===== config.mk =====
export PLATFORM = sky130hd
export DESIGN_NAME = qpu_exu_top
export DESIGN_NICKNAME = d
export VERILOG_FILES = /design/src/verilog/qpu_pkg.sv /design/src/verilog/qpu_queue.sv /design/src/verilog/qpu_issue.sv /design/src/verilog/qpu_timing_ctrl.sv /design/src/verilog/qpu_exu_top.sv
export SDC_FILE = /design/constraint.sdc
export NUM_CORES = 1
export LEC_CHECK = 0
export ABC_AREA = 1
export BUFFER_PORTS_ARGS = -buffer_cell sky130_fd_sc_hd__buf_2
export CAP_MARGIN = 20
export CORE_UTILIZATION = 50
export CTS_BUF_LIST = sky130_fd_sc_hd__clkbuf_16
export CTS_CLUSTER_SIZE = 28
export DETAILED_ROUTE_END_ITERATION = 8
export PLACE_DENSITY = 0.7
export SLEW_MARGIN = 30
export SYNTH_ARGS = -nofsm -noshare
export SYNTH_HDL_FRONTEND = slang
export SYNTH_HIERARCHICAL = 1
export SYNTH_SLANG_ARGS = --single-unit
export TNS_END_PERCENT = 5

===== constraint.sdc =====
create_clock -name clk -period 4.6 [get_ports clk]
set_input_delay 0.46 -clock clk [delete_from_list [all_inputs] [get_ports clk]]
set_output_delay 0.46 -clock clk [all_outputs]
set_load 0.01 [all_outputs]

===== src/verilog/qpu_pkg.sv =====
package qpu_pkg;

  //////////////////////////////////////////////////////////////////////
  // sizes
  //////////////////////////////////////////////////////////////////////

  localparam int QUBIT_NUM  = 8;
  localparam int SREG_NUM   = 8;
  localparam int TIME_WIDTH = 24;
  localparam int WAIT_WIDTH = 20;
  localparam int GATE_WIDTH = 8;
  localparam int TIQ_DEPTH  = 4;
  localparam int EVQ_DEPTH  = 16;
  // holds up to EVQ_DEPTH events of one timepoint
  localparam int CNT_WIDTH  = 5;

  //////////////////////////////////////////////////////////////////////
  // instruction format
  //////////////////////////////////////////////////////////////////////

  // opcode lives in instr[31:28]
  typedef enum logic [3:0] {
    OP_NOP   = 4'd0,
    OP_SMIS  = 4'd1,
    OP_QWAIT = 4'd2,
    OP_QOP   = 4'd3
  } op_e;

  typedef logic [$clog2(SREG_NUM)-1:0] sreg_idx_t;
  typedef logic [QUBIT_NUM-1:0]        qubit_mask_t;
  typedef logic [TIME_WIDTH-1:0]       time_t;
  typedef logic [WAIT_WIDTH-1:0]       wait_t;
  typedef logic [GATE_WIDTH-1:0]       gate_t;
  typedef logic [CNT_WIDTH-1:0]        cnt_t;

  // immediate is shared by all opcodes:
  // SMIS mask in imm[7:0], QOP gate in imm[15:8], QWAIT wait in imm[19:0]
  typedef struct packed {
    op_e       op;
    sreg_idx_t sreg;
    logic [4:0] rsvd;
    wait_t     imm;
  } instr_t;

  //////////////////////////////////////////////////////////////////////
  // queue and output payloads
  //////////////////////////////////////////////////////////////////////

  // evq entry
  typedef struct packed {
    gate_t       gate;
    qubit_mask_t mask;
  } event_t;

  // tiq entry, one per closed timepoint with events
  typedef struct packed {
    time_t stamp;
    cnt_t  count;
  } timepoint_t;

  // released event as seen by the waveform side
  typedef struct packed {
    time_t       stamp;
    gate_t       gate;
    qubit_mask_t mask;
  } out_event_t;

endpackage


===== src/verilog/qpu_queue.sv =====
module qpu_queue #(
  parameter type PAYLOAD_T = logic [7:0],
  parameter int  DEPTH     = 4
) (
  input  logic     clk,
  input  logic     i_reset,
  input  logic     i_push,
  input  PAYLOAD_T i_data,
  input  logic     i_pop,
  output PAYLOAD_T o_data,
  output logic     o_full,
  output logic     o_empty
);

  localparam int PTR_W = (DEPTH > 1) ? $clog2(DEPTH) : 1;
  localparam int CNT_W = $clog2(DEPTH + 1);
  localparam logic [PTR_W-1:0] LAST_PTR = PTR_W'(DEPTH - 1);
  localparam logic [CNT_W-1:0] FULL_CNT = CNT_W'(DEPTH);

  PAYLOAD_T         mem [DEPTH];
  logic [PTR_W-1:0] wr_ptr;
  logic [PTR_W-1:0] rd_ptr;
  logic [CNT_W-1:0] count;
  logic             do_push;
  logic             do_pop;

  assign o_full  = (count == FULL_CNT);
  assign o_empty = (count == '0);
  assign o_data  = mem[rd_ptr];

  // guard against misuse at the edges
  assign do_push = i_push && !o_full;
  assign do_pop  = i_pop && !o_empty;

  always_ff @(posedge clk)
  begin
    if (do_push)
    begin
      mem[wr_ptr] <= i_data;
    end
  end

  always_ff @(posedge clk)
  begin
    if (i_reset)
    begin
      wr_ptr <= '0;
      rd_ptr <= '0;
      count  <= '0;
    end
    else
    begin
      if (do_push)
        wr_ptr <= (wr_ptr == LAST_PTR) ? '0 : wr_ptr + 1'b1;
      if (do_pop)
        rd_ptr <= (rd_ptr == LAST_PTR) ? '0 : rd_ptr + 1'b1;
      // simultaneous push and pop leaves occupancy alone
      if (do_push && !do_pop)
        count <= count + 1'b1;
      else if (do_pop && !do_push)
        count <= count - 1'b1;
    end
  end

endmodule


===== src/verilog/qpu_issue.sv =====
module qpu_issue (
  input  logic                clk,
  input  logic                i_reset,
  input  logic                i_instr_valid,
  input  qpu_pkg::instr_t     i_instr,
  input  logic                i_tiq_full,
  input  logic                i_evq_full,
  output logic                o_instr_ready,
  output logic                o_tiq_push,
  output qpu_pkg::timepoint_t o_tiq_data,
  output logic                o_evq_push,
  output qpu_pkg::event_t     o_evq_data
);

  import qpu_pkg::*;

  logic        accept;
  logic        is_smis;
  logic        is_qop;
  logic        is_qwait;

  // architectural state
  qubit_mask_t mask_reg [SREG_NUM];
  time_t       prog_time;
  cnt_t        grp_cnt;

  qubit_mask_t sel_mask;
  gate_t       gate_code;
  wait_t       wait_time;

  //////////////////////////////////////////////////////////////////////
  // handshake and decode
  //////////////////////////////////////////////////////////////////////

  // stall on either queue full, keeps both pushes safe
  assign o_instr_ready = !i_tiq_full && !i_evq_full;
  assign accept        = i_instr_valid && o_instr_ready;

  always_comb
  begin
    is_smis  = 1'b0;
    is_qop   = 1'b0;
    is_qwait = 1'b0;
    case (i_instr.op)
      OP_SMIS:  is_smis  = 1'b1;
      OP_QOP:   is_qop   = 1'b1;
      OP_QWAIT: is_qwait = 1'b1;
      // NOP and unknown opcodes do nothing
      default:  is_smis  = 1'b0;
    endcase
  end

  assign sel_mask  = mask_reg[i_instr.sreg];
  assign gate_code = i_instr.imm[15:8];
  assign wait_time = i_instr.imm;

  //////////////////////////////////////////////////////////////////////
  // queue pushes
  //////////////////////////////////////////////////////////////////////

  // mask read before any SMIS in this cycle lands
  assign o_evq_push      = accept && is_qop;
  assign o_evq_data.gate = gate_code;
  assign o_evq_data.mask = sel_mask;

  // empty timepoints only move program time
  assign o_tiq_push       = accept && is_qwait && (grp_cnt != '0);
  assign o_tiq_data.stamp = prog_time;
  assign o_tiq_data.count = grp_cnt;

  //////////////////////////////////////////////////////////////////////
  // mask registers
  //////////////////////////////////////////////////////////////////////

  always_ff @(posedge clk)
  begin
    if (i_reset)
    begin
      for (int i = 0; i < SREG_NUM; i++)
      begin
        mask_reg[i] <= '0;
      end
    end
    else if (accept && is_smis)
    begin
      mask_reg[i_instr.sreg] <= i_instr.imm[QUBIT_NUM-1:0];
    end
  end

  //////////////////////////////////////////////////////////////////////
  // program time and open group
  //////////////////////////////////////////////////////////////////////

  always_ff @(posedge clk)
  begin
    if (i_reset)
    begin
      prog_time <= '0;
      grp_cnt   <= '0;
    end
    else if (accept)
    begin
      if (is_qwait)
      begin
        // close the group, next one starts after the wait
        prog_time <= prog_time + time_t'(wait_time);
        grp_cnt   <= '0;
      end
      else if (is_qop)
      begin
        grp_cnt <= grp_cnt + 1'b1;
      end
    end
  end

endmodule


===== src/verilog/qpu_timing_ctrl.sv =====
module qpu_timing_ctrl (
  input  logic                clk,
  input  logic                i_reset,
  input  qpu_pkg::timepoint_t i_tiq_data,
  input  logic                i_tiq_empty,
  input  qpu_pkg::event_t     i_evq_data,
  input  logic                i_evq_empty,
  output logic                o_tiq_pop,
  output logic                o_evq_pop,
  output logic                o_event_valid,
  output qpu_pkg::out_event_t o_event
);

  import qpu_pkg::*;

  // free running cycle timer, 0 on the first edge after reset
  time_t timer;

  // release state of the current timepoint
  logic  busy;
  time_t cur_time;
  cnt_t  remain;

  logic  tp_due;
  cnt_t  remain_sel;
  time_t stamp_sel;

  //////////////////////////////////////////////////////////////////////
  // pop control
  //////////////////////////////////////////////////////////////////////

  assign tp_due    = !busy && !i_tiq_empty && (timer >= i_tiq_data.stamp);
  assign o_tiq_pop = tp_due;

  // first event leaves together with its timepoint
  assign o_evq_pop = (tp_due || busy) && !i_evq_empty;

  assign remain_sel = busy ? remain : i_tiq_data.count;
  assign stamp_sel  = busy ? cur_time : i_tiq_data.stamp;

  always_ff @(posedge clk)
  begin
    if (i_reset)
      timer <= '0;
    else
      timer <= timer + 1'b1;
  end

  always_ff @(posedge clk)
  begin
    if (i_reset)
    begin
      busy   <= 1'b0;
      remain <= '0;
    end
    else
    begin
      if (tp_due)
      begin
        busy   <= 1'b1;
        remain <= i_tiq_data.count;
      end
      // last event of the group drops back to idle
      if (o_evq_pop)
      begin
        remain <= remain_sel - 1'b1;
        busy   <= (remain_sel != cnt_t'(1));
      end
    end
  end

  always_ff @(posedge clk)
  begin
    if (tp_due)
      cur_time <= i_tiq_data.stamp;
  end

  //////////////////////////////////////////////////////////////////////
  // event output, registered strobe
  //////////////////////////////////////////////////////////////////////

  always_ff @(posedge clk)
  begin
    if (i_reset)
      o_event_valid <= 1'b0;
    else
      o_event_valid <= o_evq_pop;
  end

  always_ff @(posedge clk)
  begin
    if (o_evq_pop)
    begin
      o_event.stamp <= stamp_sel;
      o_event.gate  <= i_evq_data.gate;
      o_event.mask  <= i_evq_data.mask;
    end
  end

endmodule


===== src/verilog/qpu_exu_top.sv =====
module qpu_exu_top (
  input  logic                clk,
  input  logic                i_reset,
  input  logic                i_instr_valid,
  input  qpu_pkg::instr_t     i_instr,
  output logic                o_instr_ready,
  output logic                o_event_valid,
  output qpu_pkg::out_event_t o_event
);

  import qpu_pkg::*;

  //////////////////////////////////////////////////////////////////////
  // time queue wires
  //////////////////////////////////////////////////////////////////////

  logic       tiq_push;
  logic       tiq_pop;
  logic       tiq_full;
  logic       tiq_empty;
  timepoint_t tiq_wdata;
  timepoint_t tiq_rdata;

  //////////////////////////////////////////////////////////////////////
  // event queue wires
  //////////////////////////////////////////////////////////////////////

  logic       evq_push;
  logic       evq_pop;
  logic       evq_full;
  logic       evq_empty;
  event_t     evq_wdata;
  event_t     evq_rdata;

  qpu_issue issue_i (
    .clk           (clk),
    .i_reset       (i_reset),
    .i_instr_valid (i_instr_valid),
    .i_instr       (i_instr),
    .i_tiq_full    (tiq_full),
    .i_evq_full    (evq_full),
    .o_instr_ready (o_instr_ready),
    .o_tiq_push    (tiq_push),
    .o_tiq_data    (tiq_wdata),
    .o_evq_push    (evq_push),
    .o_evq_data    (evq_wdata)
  );

  qpu_queue #(
    .PAYLOAD_T (timepoint_t),
    .DEPTH     (TIQ_DEPTH)
  ) tiq_i (
    .clk     (clk),
    .i_reset (i_reset),
    .i_push  (tiq_push),
    .i_data  (tiq_wdata),
    .i_pop   (tiq_pop),
    .o_data  (tiq_rdata),
    .o_full  (tiq_full),
    .o_empty (tiq_empty)
  );

  qpu_queue #(
    .PAYLOAD_T (event_t),
    .DEPTH     (EVQ_DEPTH)
  ) evq_i (
    .clk     (clk),
    .i_reset (i_reset),
    .i_push  (evq_push),
    .i_data  (evq_wdata),
    .i_pop   (evq_pop),
    .o_data  (evq_rdata),
    .o_full  (evq_full),
    .o_empty (evq_empty)
  );

  qpu_timing_ctrl timing_i (
    .clk           (clk),
    .i_reset       (i_reset),
    .i_tiq_data    (tiq_rdata),
    .i_tiq_empty   (tiq_empty),
    .i_evq_data    (evq_rdata),
    .i_evq_empty   (evq_empty),
    .o_tiq_pop     (tiq_pop),
    .o_evq_pop     (evq_pop),
    .o_event_valid (o_event_valid),
    .o_event       (o_event)
  );

endmodule


==> impl_metrics.env, run 1 <==
export IMPL_synth_top_cell_area_share_pct=56.41
export IMPL_die_w_um=232.7
export IMPL_die_y_um=232.7
export IMPL_fin_cells=3429
export IMPL_required_ns=5.09
export IMPL_synth_async_reset_ratio_pct=0
export IMPL_p_per_area_nw_per_um2=377.0
export IMPL_swShare_pct=19.98
export IMPL_peakVddDrop_uv=273.8
export IMPL_synth_fp_nets=2722
export IMPL_internal_power_w=0.008956
export IMPL_synth_seq_cells=586
export IMPL_fin_util_pct=56.50
export IMPL_p_switching_w=0.002237
export IMPL_ff_latch_area_um2=16740
export IMPL_seqPwrFrac_pct=51.8
export IMPL_numCtsBuffers=58
export IMPL_clock_sinks=586
export IMPL_cts_root_buf="clkbuf_16"
export IMPL_cp_depth=25
export IMPL_grt_pass1_vias=17670
export IMPL_wl_per_cell_um=17.98
export IMPL_area_delta_synth_final_pct=11.55
export IMPL_num_rows=84
export IMPL_leakage_nw=12.27
export IMPL_multi_input_comb_area_um2=8195
export IMPL_cts_setup_buffers=0
export IMPL_critPathMostFrequentCell="nand2_1"
export IMPL_clock_latency_ns=0.61
export IMPL_post_dp_hpwl_mm=39.05
export IMPL_fin_skew_ns=0.01885
export IMPL_startpoint_type="flop"
export IMPL_grt_use_total_pct=23.03
export IMPL_period_share_pct=91.50
export IMPL_power_frac_comb_pct=2.6
export IMPL_maxCapViolCount=0
export IMPL_rsz0062_at_grt="false"
export IMPL_ys_warn_count=6
export IMPL_clkPwrFrac_pct=45.6
export IMPL_yosysMostFrequentCell="nand2_1"
export IMPL_vias=18410
export IMPL_synthFlopType="edfxtp_1"
export IMPL_antenna_found_initial=0
export IMPL_drc_errors=0
export IMPL_avgSynthCellArea_um2=10.16
export IMPL_fin_nets=2798
export IMPL_synth_commonest_cells="nand2_1 (712), edfxtp_1 (500), inv_1 (277), nor2_1 (270), nand3_1 (203)"
export IMPL_r2r_end="evq_i/count[3]"
export IMPL_critPathMaxFanout=16
export IMPL_r2r_cells=25
export IMPL_drtPass1Iterations=6
export IMPL_cts_tree="done"
export IMPL_hold_viol_final=0
export IMPL_ioPinCount=77
export IMPL_crit_type="reg2reg"
export IMPL_finalWorstSetupSlack_ns=0.3908
export IMPL_crit_family="compound AO/OA/AOI/OAI gates"
export IMPL_layout_min_cycle_time_ns=4.209
export IMPL_synthDistinctLibCells=53
export IMPL_synth_edf_count=500
export IMPL_cp_end_kind="flop"
export IMPL_max_stage_delay_ns=0.51
export IMPL_r2r_setup_slack_ns=0.39
export IMPL_outcome="finished, final reports clean"
export IMPL_path_clk_slew_ns=0.06
export IMPL_port_buffers=71
export IMPL_crit_path_top_delay_cell="dfxtp_2"
export IMPL_yosys_top_cells_area="edfxtp_1 (56%), nand2_1 (10%), dfxtp_1 (6.5%)"
export IMPL_fmax_ghz=0.2376
export IMPL_min_path_cells=3
export IMPL_syn_instance_count=2619
export IMPL_ant_nets=0
export IMPL_tns_ns=0
export IMPL_hold_class="in2reg"
export IMPL_place_inst=3323
export IMPL_vias_per_cell=5.368
export IMPL_grt_start_max_net_pins=110
export IMPL_htreeDepth=2
export IMPL_place_gp_congestion=0.8860
export IMPL_worstSetupEndpoint="evq_i/count[3]"
export IMPL_arrival_ns=4.70
export IMPL_grt_pass1_wl_mm=95.72
export IMPL_fillers=4379
export IMPL_worst_slew_pin_slew_ns=0.9628
export IMPL_total_power_w=0.01119
export IMPL_die_area_um2=54160
export IMPL_largest_reg_flops=256
export IMPL_synth_area_um2=26620
export IMPL_place_ws_ns=0.2252
export IMPL_cp_buffers_inverters=6
export IMPL_wl_mm=61.66
export IMPL_drive_gt1_share_pct=11.57
export IMPL_finalMaxSlewViolations=0
export IMPL_core_area_um2=52550
export IMPL_initialDrtViolationCount=1772
export IMPL_initial_core_util_pct=50.65
export IMPL_cts_buffer_depth=3
export IMPL_synth_top_area_cell="edfxtp_1"
export IMPL_setup_violations=0
export IMPL_grt_overflow_total=0
export IMPL_slew_headroom_pct=35.73
export IMPL_seq_area_frac_synth_pct=62.88
==> area by class of cell <==
| type | instances | area share (%) |
|---|---|---|
| Inverter | 292 | 3.704 |
| Tap cell | 688 | 2.899 |
| Antenna cell | 1 | 0.008429 |
| Timing Repair Buffer | 117 | 2.457 |
| Clock inverter | 46 | 1.964 |
| Clock buffer | 59 | 4.973 |
| Multi-Input combinational cell | 1640 | 27.60 |
| Sequential cell | 586 | 56.39 |
==> per-stage QoR <==
step	hold slack [ns]	area [um^2]
after floorplan	0.4287	26620
after global placement	0.4390	27620
after detailed placement	0.4595	27630
after CTS	0.1548	29690
after global routing	0.1924	29690
final	0.1949	29690
==> power by group through the flow <==
stage                     Clock [W]  Sequential, W  Combinational, W
after floorplan                   0        0.00591          0.000180
after CTS                   0.00519        0.00580          0.000287
after global routing        0.00537        0.00580          0.000319
after global placement            0        0.00591          0.000275
final                       0.00510        0.00580          0.000289
after detailed placement          0        0.00591          0.000285
==> cell families (layout without fill, tap and decap cells) <==
group                      after synthesis  after routing  share of synthesized area [%]
other                                    0              1                              0
AOI/OAI and AO/OA                      264            264                          6.022
and+or+nand+nor                       1288           1288                          20.72
buffers and inverters                  393            514                          6.445
adders and majority gates               68             68                          3.281
DFF                                    586            586                          62.88
xor gates and xnor gates                20             20                         0.6581
==> worst reg2reg max path, stage by stage, from the launching register on <==
cell	delay [ns]
dfxtp_2	0.51
buf_4	0.29
o21ai_0	0.12
o22ai_1	0.34
inv_1	0.13
ha_1	0.34
inv_1	0.07
o21bai_1	0.06
a21boi_0	0.17
nand2_1	0.09
nand2_1	0.08
nand3_1	0.08
nand2_2	0.08
nand2_2	0.10
nand2_2	0.17
inv_2	0.05
nand2_1	0.16
ha_1	0.26
inv_1	0.12
ha_1	0.32
a21oi_1	0.15
nand2_1	0.08
nand2_1	0.06
nand2_1	0.04
o21ai_0	0.16
inv_1	0.05
==> per-layer routing <==
metal,global-route usage (%),up-vias,wire length [um]
met4,8.721,0,1940
met2,37.31,568,28820
li1,-,8891,-
met5,0,-,0
met1,31.32,8824,27060
met3,3.480,123,3842
==> worst min path at each step <==
stage | startpoint | endpoint | slack [ns]
3_3_place_gp | timing_i/timer[0] | timing_i/timer[0] | 0.44
3_5_place_dp | timing_i/timer[0] | timing_i/timer[0] | 0.46
5_1_grt | i_instr[28] | issue_i/grp_cnt[0] | 0.19
2_1_floorplan | timing_i/timer[0] | timing_i/timer[0] | 0.43
4_1_cts | i_instr[28] | issue_i/grp_cnt[0] | 0.15
6_report | i_instr[28] | issue_i/grp_cnt[0] | 0.19
==> what timing repair did <==
action	CTS	global route
resized for setup	0	1
endpoints found under the setup margin	0	2
hold endpoints to repair	0	0
hold buffers	0	0
==> placed cells by master (no fill, tap or decap), types with 10 or more instances in the layout <==
cell and count:
nand2_1 712, edfxtp_1 500, inv_1 281, nor2_1 266
nand3_1 203, o21ai_0 126, dfxtp_1 83, buf_2 71
ha_1 65, clkbuf_16 59, a21oi_1 59, buf_4 43
nor2_4 22, o22ai_2 20, nor2_2 18, xor2_1 15
nand4_1 15, bufinv_16 14, nand2_2 14, inv_2 13
clkinv_1 12, clkinv_2 10, o21ai_1 10, a221oi_1 10
o22ai_1 10
Power figures use the tool's default switching activity.
==> inputs of run 2 (changes only) <==
PLACE_DENSITY = 0.73   (was 0.7)
==> run 2 against run 1 <==
Net effect: global-route usage shrank 0.30 points; via count shrank 0.10%; core utilization shrank 0.51 points; non-clock buffer count shrank 3; register-to-register slack gained 0.23 ns; critical path depth grew 3; clock power shrank 11%; sequential power is essentially flat; cell area shrank 0.90%; critical path type unchanged; largest power group unchanged.
==> impl_metrics.env, run 2 (synthesized netlist as in run 1, its figures left out) <==
export IMPL_vias_per_cell=5.367
export IMPL_htreeDepth=2
export IMPL_outcome="finished, final reports clean"
export IMPL_ant_nets=0
export IMPL_cts_repair_resized=0
export IMPL_path_clk_slew_ns=0.06
export IMPL_initial_core_util_pct=50.65
export IMPL_p_per_area_nw_per_um2=361.9
export IMPL_antenna_found_initial=0
export IMPL_drc_errors=0
export IMPL_p_switching_w=0.002188
export IMPL_largest_reg_flops=256
export IMPL_slew_headroom_pct=36.75
export IMPL_period_share_pct=86.41
export IMPL_startpoint_type="flop"
export IMPL_grt_use_total_pct=22.73
export IMPL_grt_pass1_wl_mm=95.13
export IMPL_maxCapViolCount=0
export IMPL_grt_overflow_total=0
export IMPL_die_w_um=232.7
export IMPL_cts_buffer_depth=3
export IMPL_power_frac_comb_pct=2.7
export IMPL_num_rows=84
export IMPL_hold_class="in2reg"
export IMPL_numCtsBuffers=56
export IMPL_crit_family="simple AND/OR/NAND/NOR gates"
export IMPL_fin_cells=3426
export IMPL_cts_tree="done"
export IMPL_critPathMaxFanout=30
export IMPL_place_inst=3320
export IMPL_max_stage_delay_ns=0.32
export IMPL_die_y_um=232.7
export IMPL_ioPinCount=77
export IMPL_fin_nets=2793
export IMPL_crit_type="reg2reg"
export IMPL_core_area_um2=52550
export IMPL_seqPwrFrac_pct=54.5
export IMPL_fmax_ghz=0.2516
export IMPL_drive_gt1_share_pct=10.96
export IMPL_layout_cells_most_common="nand2_1"
export IMPL_swShare_pct=20.54
export IMPL_arrival_ns=4.48
export IMPL_post_dp_hpwl_mm=39.07
export IMPL_vias=18390
export IMPL_most_common_layout_cells="nand2_1 (712), edfxtp_1 (500), inv_1 (286)"
export IMPL_finalMaxSlewViolations=0
export IMPL_worst_slew_pin_slew_ns=0.9459
export IMPL_wl_per_cell_um=17.68
export IMPL_cp_end_kind="flop"
export IMPL_cts_setup_buffers=0
export IMPL_hold_buffers=0
export IMPL_die_area_um2=54160
export IMPL_leakage_nw=12.16
export IMPL_critPathMostFrequentCell="nand2_1"
export IMPL_required_ns=5.10
export IMPL_clock_latency_ns=0.62
export IMPL_fillers=4272
export IMPL_drtPass1Iterations=6
export IMPL_crit_path_top_delay_cell="ha_1"
export IMPL_internal_power_w=0.008460
export IMPL_initialDrtViolationCount=1871
export IMPL_fin_skew_ns=0.02389
export IMPL_port_buffers=71
export IMPL_place_gp_congestion=0.8872
export IMPL_rsz0062_at_grt="false"
export IMPL_diodes=0
export IMPL_clock_sinks=586
export IMPL_min_from="i_instr[28]"
export IMPL_wl_mm=60.59
export IMPL_setup_violations=0
export IMPL_area_delta_synth_final_pct=10.54
export IMPL_layout_min_cycle_time_ns=3.975
export IMPL_cts_root_buf="clkbuf_16"
export IMPL_tns_ns=0
export IMPL_clkPwrFrac_pct=42.8
export IMPL_peakVddDrop_uv=278.3
export IMPL_grt_start_max_net_pins=105
export IMPL_hold_viol_final=0
export IMPL_cp_buffers_inverters=8
export IMPL_grt_pass1_vias=17870
run 2: cell types whose count changed in the layout (fill, tap and decap cells not counted), moves of 2 or more:
cell        previous run  this run
bufinv_16             14         7
clkbuf_16             59        56
clkinv_1              12        21
clkinv_2              10         8
clkinv_4               2         0
clkinvlp_4             3         1
inv_1                281       286
inv_6                  2         5
run 2: power groups by stage:
| stage | clock, W | combinational, W | sequential (W) |
|---|---|---|---|
| floorplan | 0 | 0.000180 | 0.00591 |
| global route | 0.00484 | 0.000318 | 0.00580 |
| finish | 0.00456 | 0.000288 | 0.00580 |
| detailed placement | 0 | 0.000284 | 0.00592 |
| global placement | 0 | 0.000273 | 0.00591 |
| CTS | 0.00463 | 0.000286 | 0.00580 |
run 2: path summary, 6_finish.rpt:
kind                                      endpoint  slack [ns]  cells past startpoint
worst min register to register   timing_i/timer[0]        0.47                      1
worst max register to register      evq_i/count[4]        0.63                     28
worst min-delay path            issue_i/grp_cnt[0]        0.21                      3
worst max-delay path                evq_i/count[4]        0.63                     28
run 2: worst register-to-register path: cells and delay by family, from the launching register on:
family | cells | cell delay [ns]
AND/OR/NAND/NOR | 15 | 1.45
buffers and inverters | 8 | 0.95
adder cells (fa/ha/maj) | 3 | 0.84
AO/OA/AOI/OAI | 2 | 0.31
flip-flops | 1 | 0.30
run 2: cell type report:
class                      count  area [um^2]  share of cell area (%)
sequential                   586        16740                   56.90
timing repair buffer         114        690.7                   2.347
multi-input combinational   1640         8195                   27.85
clock buffer                  56         1401                   4.763
clock inverter                50        430.4                   1.463
tap                          688        860.8                   2.926
inverter                     292         1102                   3.747
run 2: routing by layer:
| layer | routed length (um) | part of all wire, % | global-route usage [%] | vias up |
|---|---|---|---|---|
| met2 | 29420 | 49 | 38.15 | 615 |
| met4 | 1547 | 2.6 | 7.659 | 0 |
| li1 | - | - | - | 8879 |
| met1 | 25720 | 42 | 30.70 | 8787 |
| met3 | 3903 | 6.4 | 2.586 | 106 |
| met5 | 0 | 0 | 0 | - |
run 2: stage by stage:
step                      worst slack (ns)  hold WS (ns)  util (%)  total power [W]  cell area, um^2
after floorplan                     0.1567        0.4287         -         0.006086            26620
after global placement              0.7186        0.4395     52.50         0.006185            27590
after detailed placement            0.6572        0.4529     52.50         0.006199            27590
after CTS                           0.6114        0.1784     55.99          0.01072            29420
after global routing                0.1835        0.1997     55.99          0.01096            29420
final                               0.6253        0.2101     55.99          0.01065            29420
==> inputs of run 3 (changes only) <==
CORE_UTILIZATION = 30   (was 50)
PLACE_DENSITY = 0.5   (was 0.73)
==> run 3 against run 2 <==
Net effect: global-route usage decreased by 8.2 points; largest cell class unchanged; hold slack got worse by 0.012 ns; sequential power about the same; maximum frequency decreased by 1.7%.
==> impl_metrics.env, run 3 (synthesized netlist as in run 1, its figures left out) <==
export IMPL_r2r_setup_slack_ns=0.56
export IMPL_place_ws_ns=0.5409
export IMPL_tns_ns=0
export IMPL_clock_sinks=586
export IMPL_hold_buffers=0
export IMPL_startpoint_type="flop"
export IMPL_r2r_end="evq_i/count[4]"
export IMPL_ioPinCount=77
export IMPL_drive_gt1_share_pct=11.95
export IMPL_layout_cells_most_common="nand2_1"
export IMPL_grt_start_max_net_pins=85
export IMPL_grt_pass1_wl_mm=100.8
export IMPL_core_area_um2=87290
export IMPL_num_rows=108
export IMPL_cp_end_kind="flop"
export IMPL_antenna_found_initial=10
export IMPL_vias_per_cell=4.580
export IMPL_grt_pass1_vias=17440
export IMPL_leakage_nw=12.28
export IMPL_cts_root_buf="clkbuf_16"
export IMPL_die_area_um2=89920
export IMPL_layout_min_cycle_time_ns=4.043
export IMPL_hold_class="in2reg"
export IMPL_port_buffers=71
export IMPL_peakVddDrop_uv=251.4
export IMPL_crit_type="reg2reg"
export IMPL_finalMaxSlewViolations=0
export IMPL_cp_depth=27
export IMPL_cts_buffer_depth=3
export IMPL_cp_buffers_inverters=7
export IMPL_die_y_um=299.9
export IMPL_r2r_cells=27
export IMPL_fillers=8734
export IMPL_p_per_area_nw_per_um2=356.9
export IMPL_rsz0062_at_grt="false"
export IMPL_cts_tree="done"
export IMPL_required_ns=5.10
export IMPL_die_w_um=299.9
export IMPL_path_clk_slew_ns=0.06
export IMPL_wl_mm=65.72
export IMPL_outcome="finished, final reports clean"
export IMPL_vias=17910
export IMPL_maxCapViolCount=0
export IMPL_grt_overflow_total=0
export IMPL_place_gp_congestion=0.8276
export IMPL_drc_errors=0
export IMPL_critPathMaxFanout=14
export IMPL_arrival_ns=4.55
export IMPL_clock_latency_ns=0.63
export IMPL_fin_util_pct=34.61
export IMPL_ff_latch_area_um2=16740
export IMPL_most_common_layout_cells="nand2_1 (712), edfxtp_1 (500), inv_1 (295)"
export IMPL_area_delta_synth_final_pct=13.50
export IMPL_drtPass1Iterations=5
export IMPL_worst_slew_pin_slew_ns=0.8103
export IMPL_finalWorstSetupSlack_ns=0.5566
export IMPL_critPathMostFrequentCell="nand2_1"
export IMPL_hold_viol_final=0
export IMPL_cts_setup_buffers=0
export IMPL_cts_repair_resized=0
export IMPL_fmax_ghz=0.2473
export IMPL_setup_violations=0
export IMPL_htreeDepth=2
export IMPL_grt_use_total_pct=14.50
export IMPL_fin_nets=2806
export IMPL_ant_nets=0
export IMPL_slew_headroom_pct=45.82
export IMPL_crit_path_top_delay_cell="dfxtp_2"
export IMPL_initialDrtViolationCount=1177
export IMPL_crit_family="simple AND/OR/NAND/NOR gates"
export IMPL_max_stage_delay_ns=0.34
export IMPL_initial_core_util_pct=30.49
export IMPL_period_share_pct=87.90
export IMPL_fin_skew_ns=0.02887
export IMPL_wl_per_cell_um=16.80
export IMPL_multi_input_comb_area_um2=8223
export IMPL_fin_hold_ws_ns=0.1978
export IMPL_worstSetupEndpoint="evq_i/count[4]"
export IMPL_largest_reg_flops=256
export IMPL_post_dp_hpwl_mm=42.89
export IMPL_numCtsBuffers=60
==> run 3: cell types whose count changed in the layout (fill, tap and decap cells not counted), moves of 5 or more <==
cell and change:
nor2_2 +13, clkinv_1 -9, inv_1 +9, clkbuf_16 +5, nor2_1 -13, buf_4 +6
==> run 3: worst min-delay path by stage <==
stage                              end         startpoint  cells after the start
global route        issue_i/grp_cnt[0]        i_instr[28]                      3
finish              issue_i/grp_cnt[0]        i_instr[28]                      3
detailed placement   timing_i/timer[0]  timing_i/timer[0]                      1
floorplan            timing_i/timer[0]  timing_i/timer[0]                      1
CTS                 issue_i/grp_cnt[0]        i_instr[28]                      3
global placement     timing_i/timer[0]  timing_i/timer[0]                      1
==> run 3: power by group <==
| group | internal [W] | switching, W |
|---|---|---|
| clock | 0.00263 | 0.00205 |
| combinational | 0.0000698 | 0.000226 |
| sequential | 0.00578 | 0.0000191 |
| total | 0.00848 | 0.00230 |
==> run 3: cell type report <==
cell class                 count  share of cell area, %
tap                         1155                  4.784
multi-input combinational   1640                  27.22
inverter                     292                  3.645
clock inverter                52                  1.247
clock buffer                  61                  5.053
timing repair buffer         123                  2.613
sequential                   586                  55.42
antenna                        2                0.01657
==> run 3: metrics by stage <==
stage                     area, um^2  cells  power, W
after global placement         28270   3794  0.006204
after floorplan                26620   2619  0.006086
after global routing           30210   3910   0.01113
after detailed placement       28270   3794  0.006213
final                          30210   3911   0.01078
after CTS                      30170   3907   0.01093
==> run 3: layer usage <==
metal  up-vias  routed length, um  global-route usage [%]
met4        16               1943                   4.750
met5         -                 98                       0
met2       329              30350                   23.46
met3       116               3502                   2.601
li1       8898                  -                       -
met1      8554              29820                   19.58
==> run 3: worst min-delay path, stage by stage <==
cell	delay [ns]
buf_2	0.14
nand2_1	0.10
a21oi_1	0.07
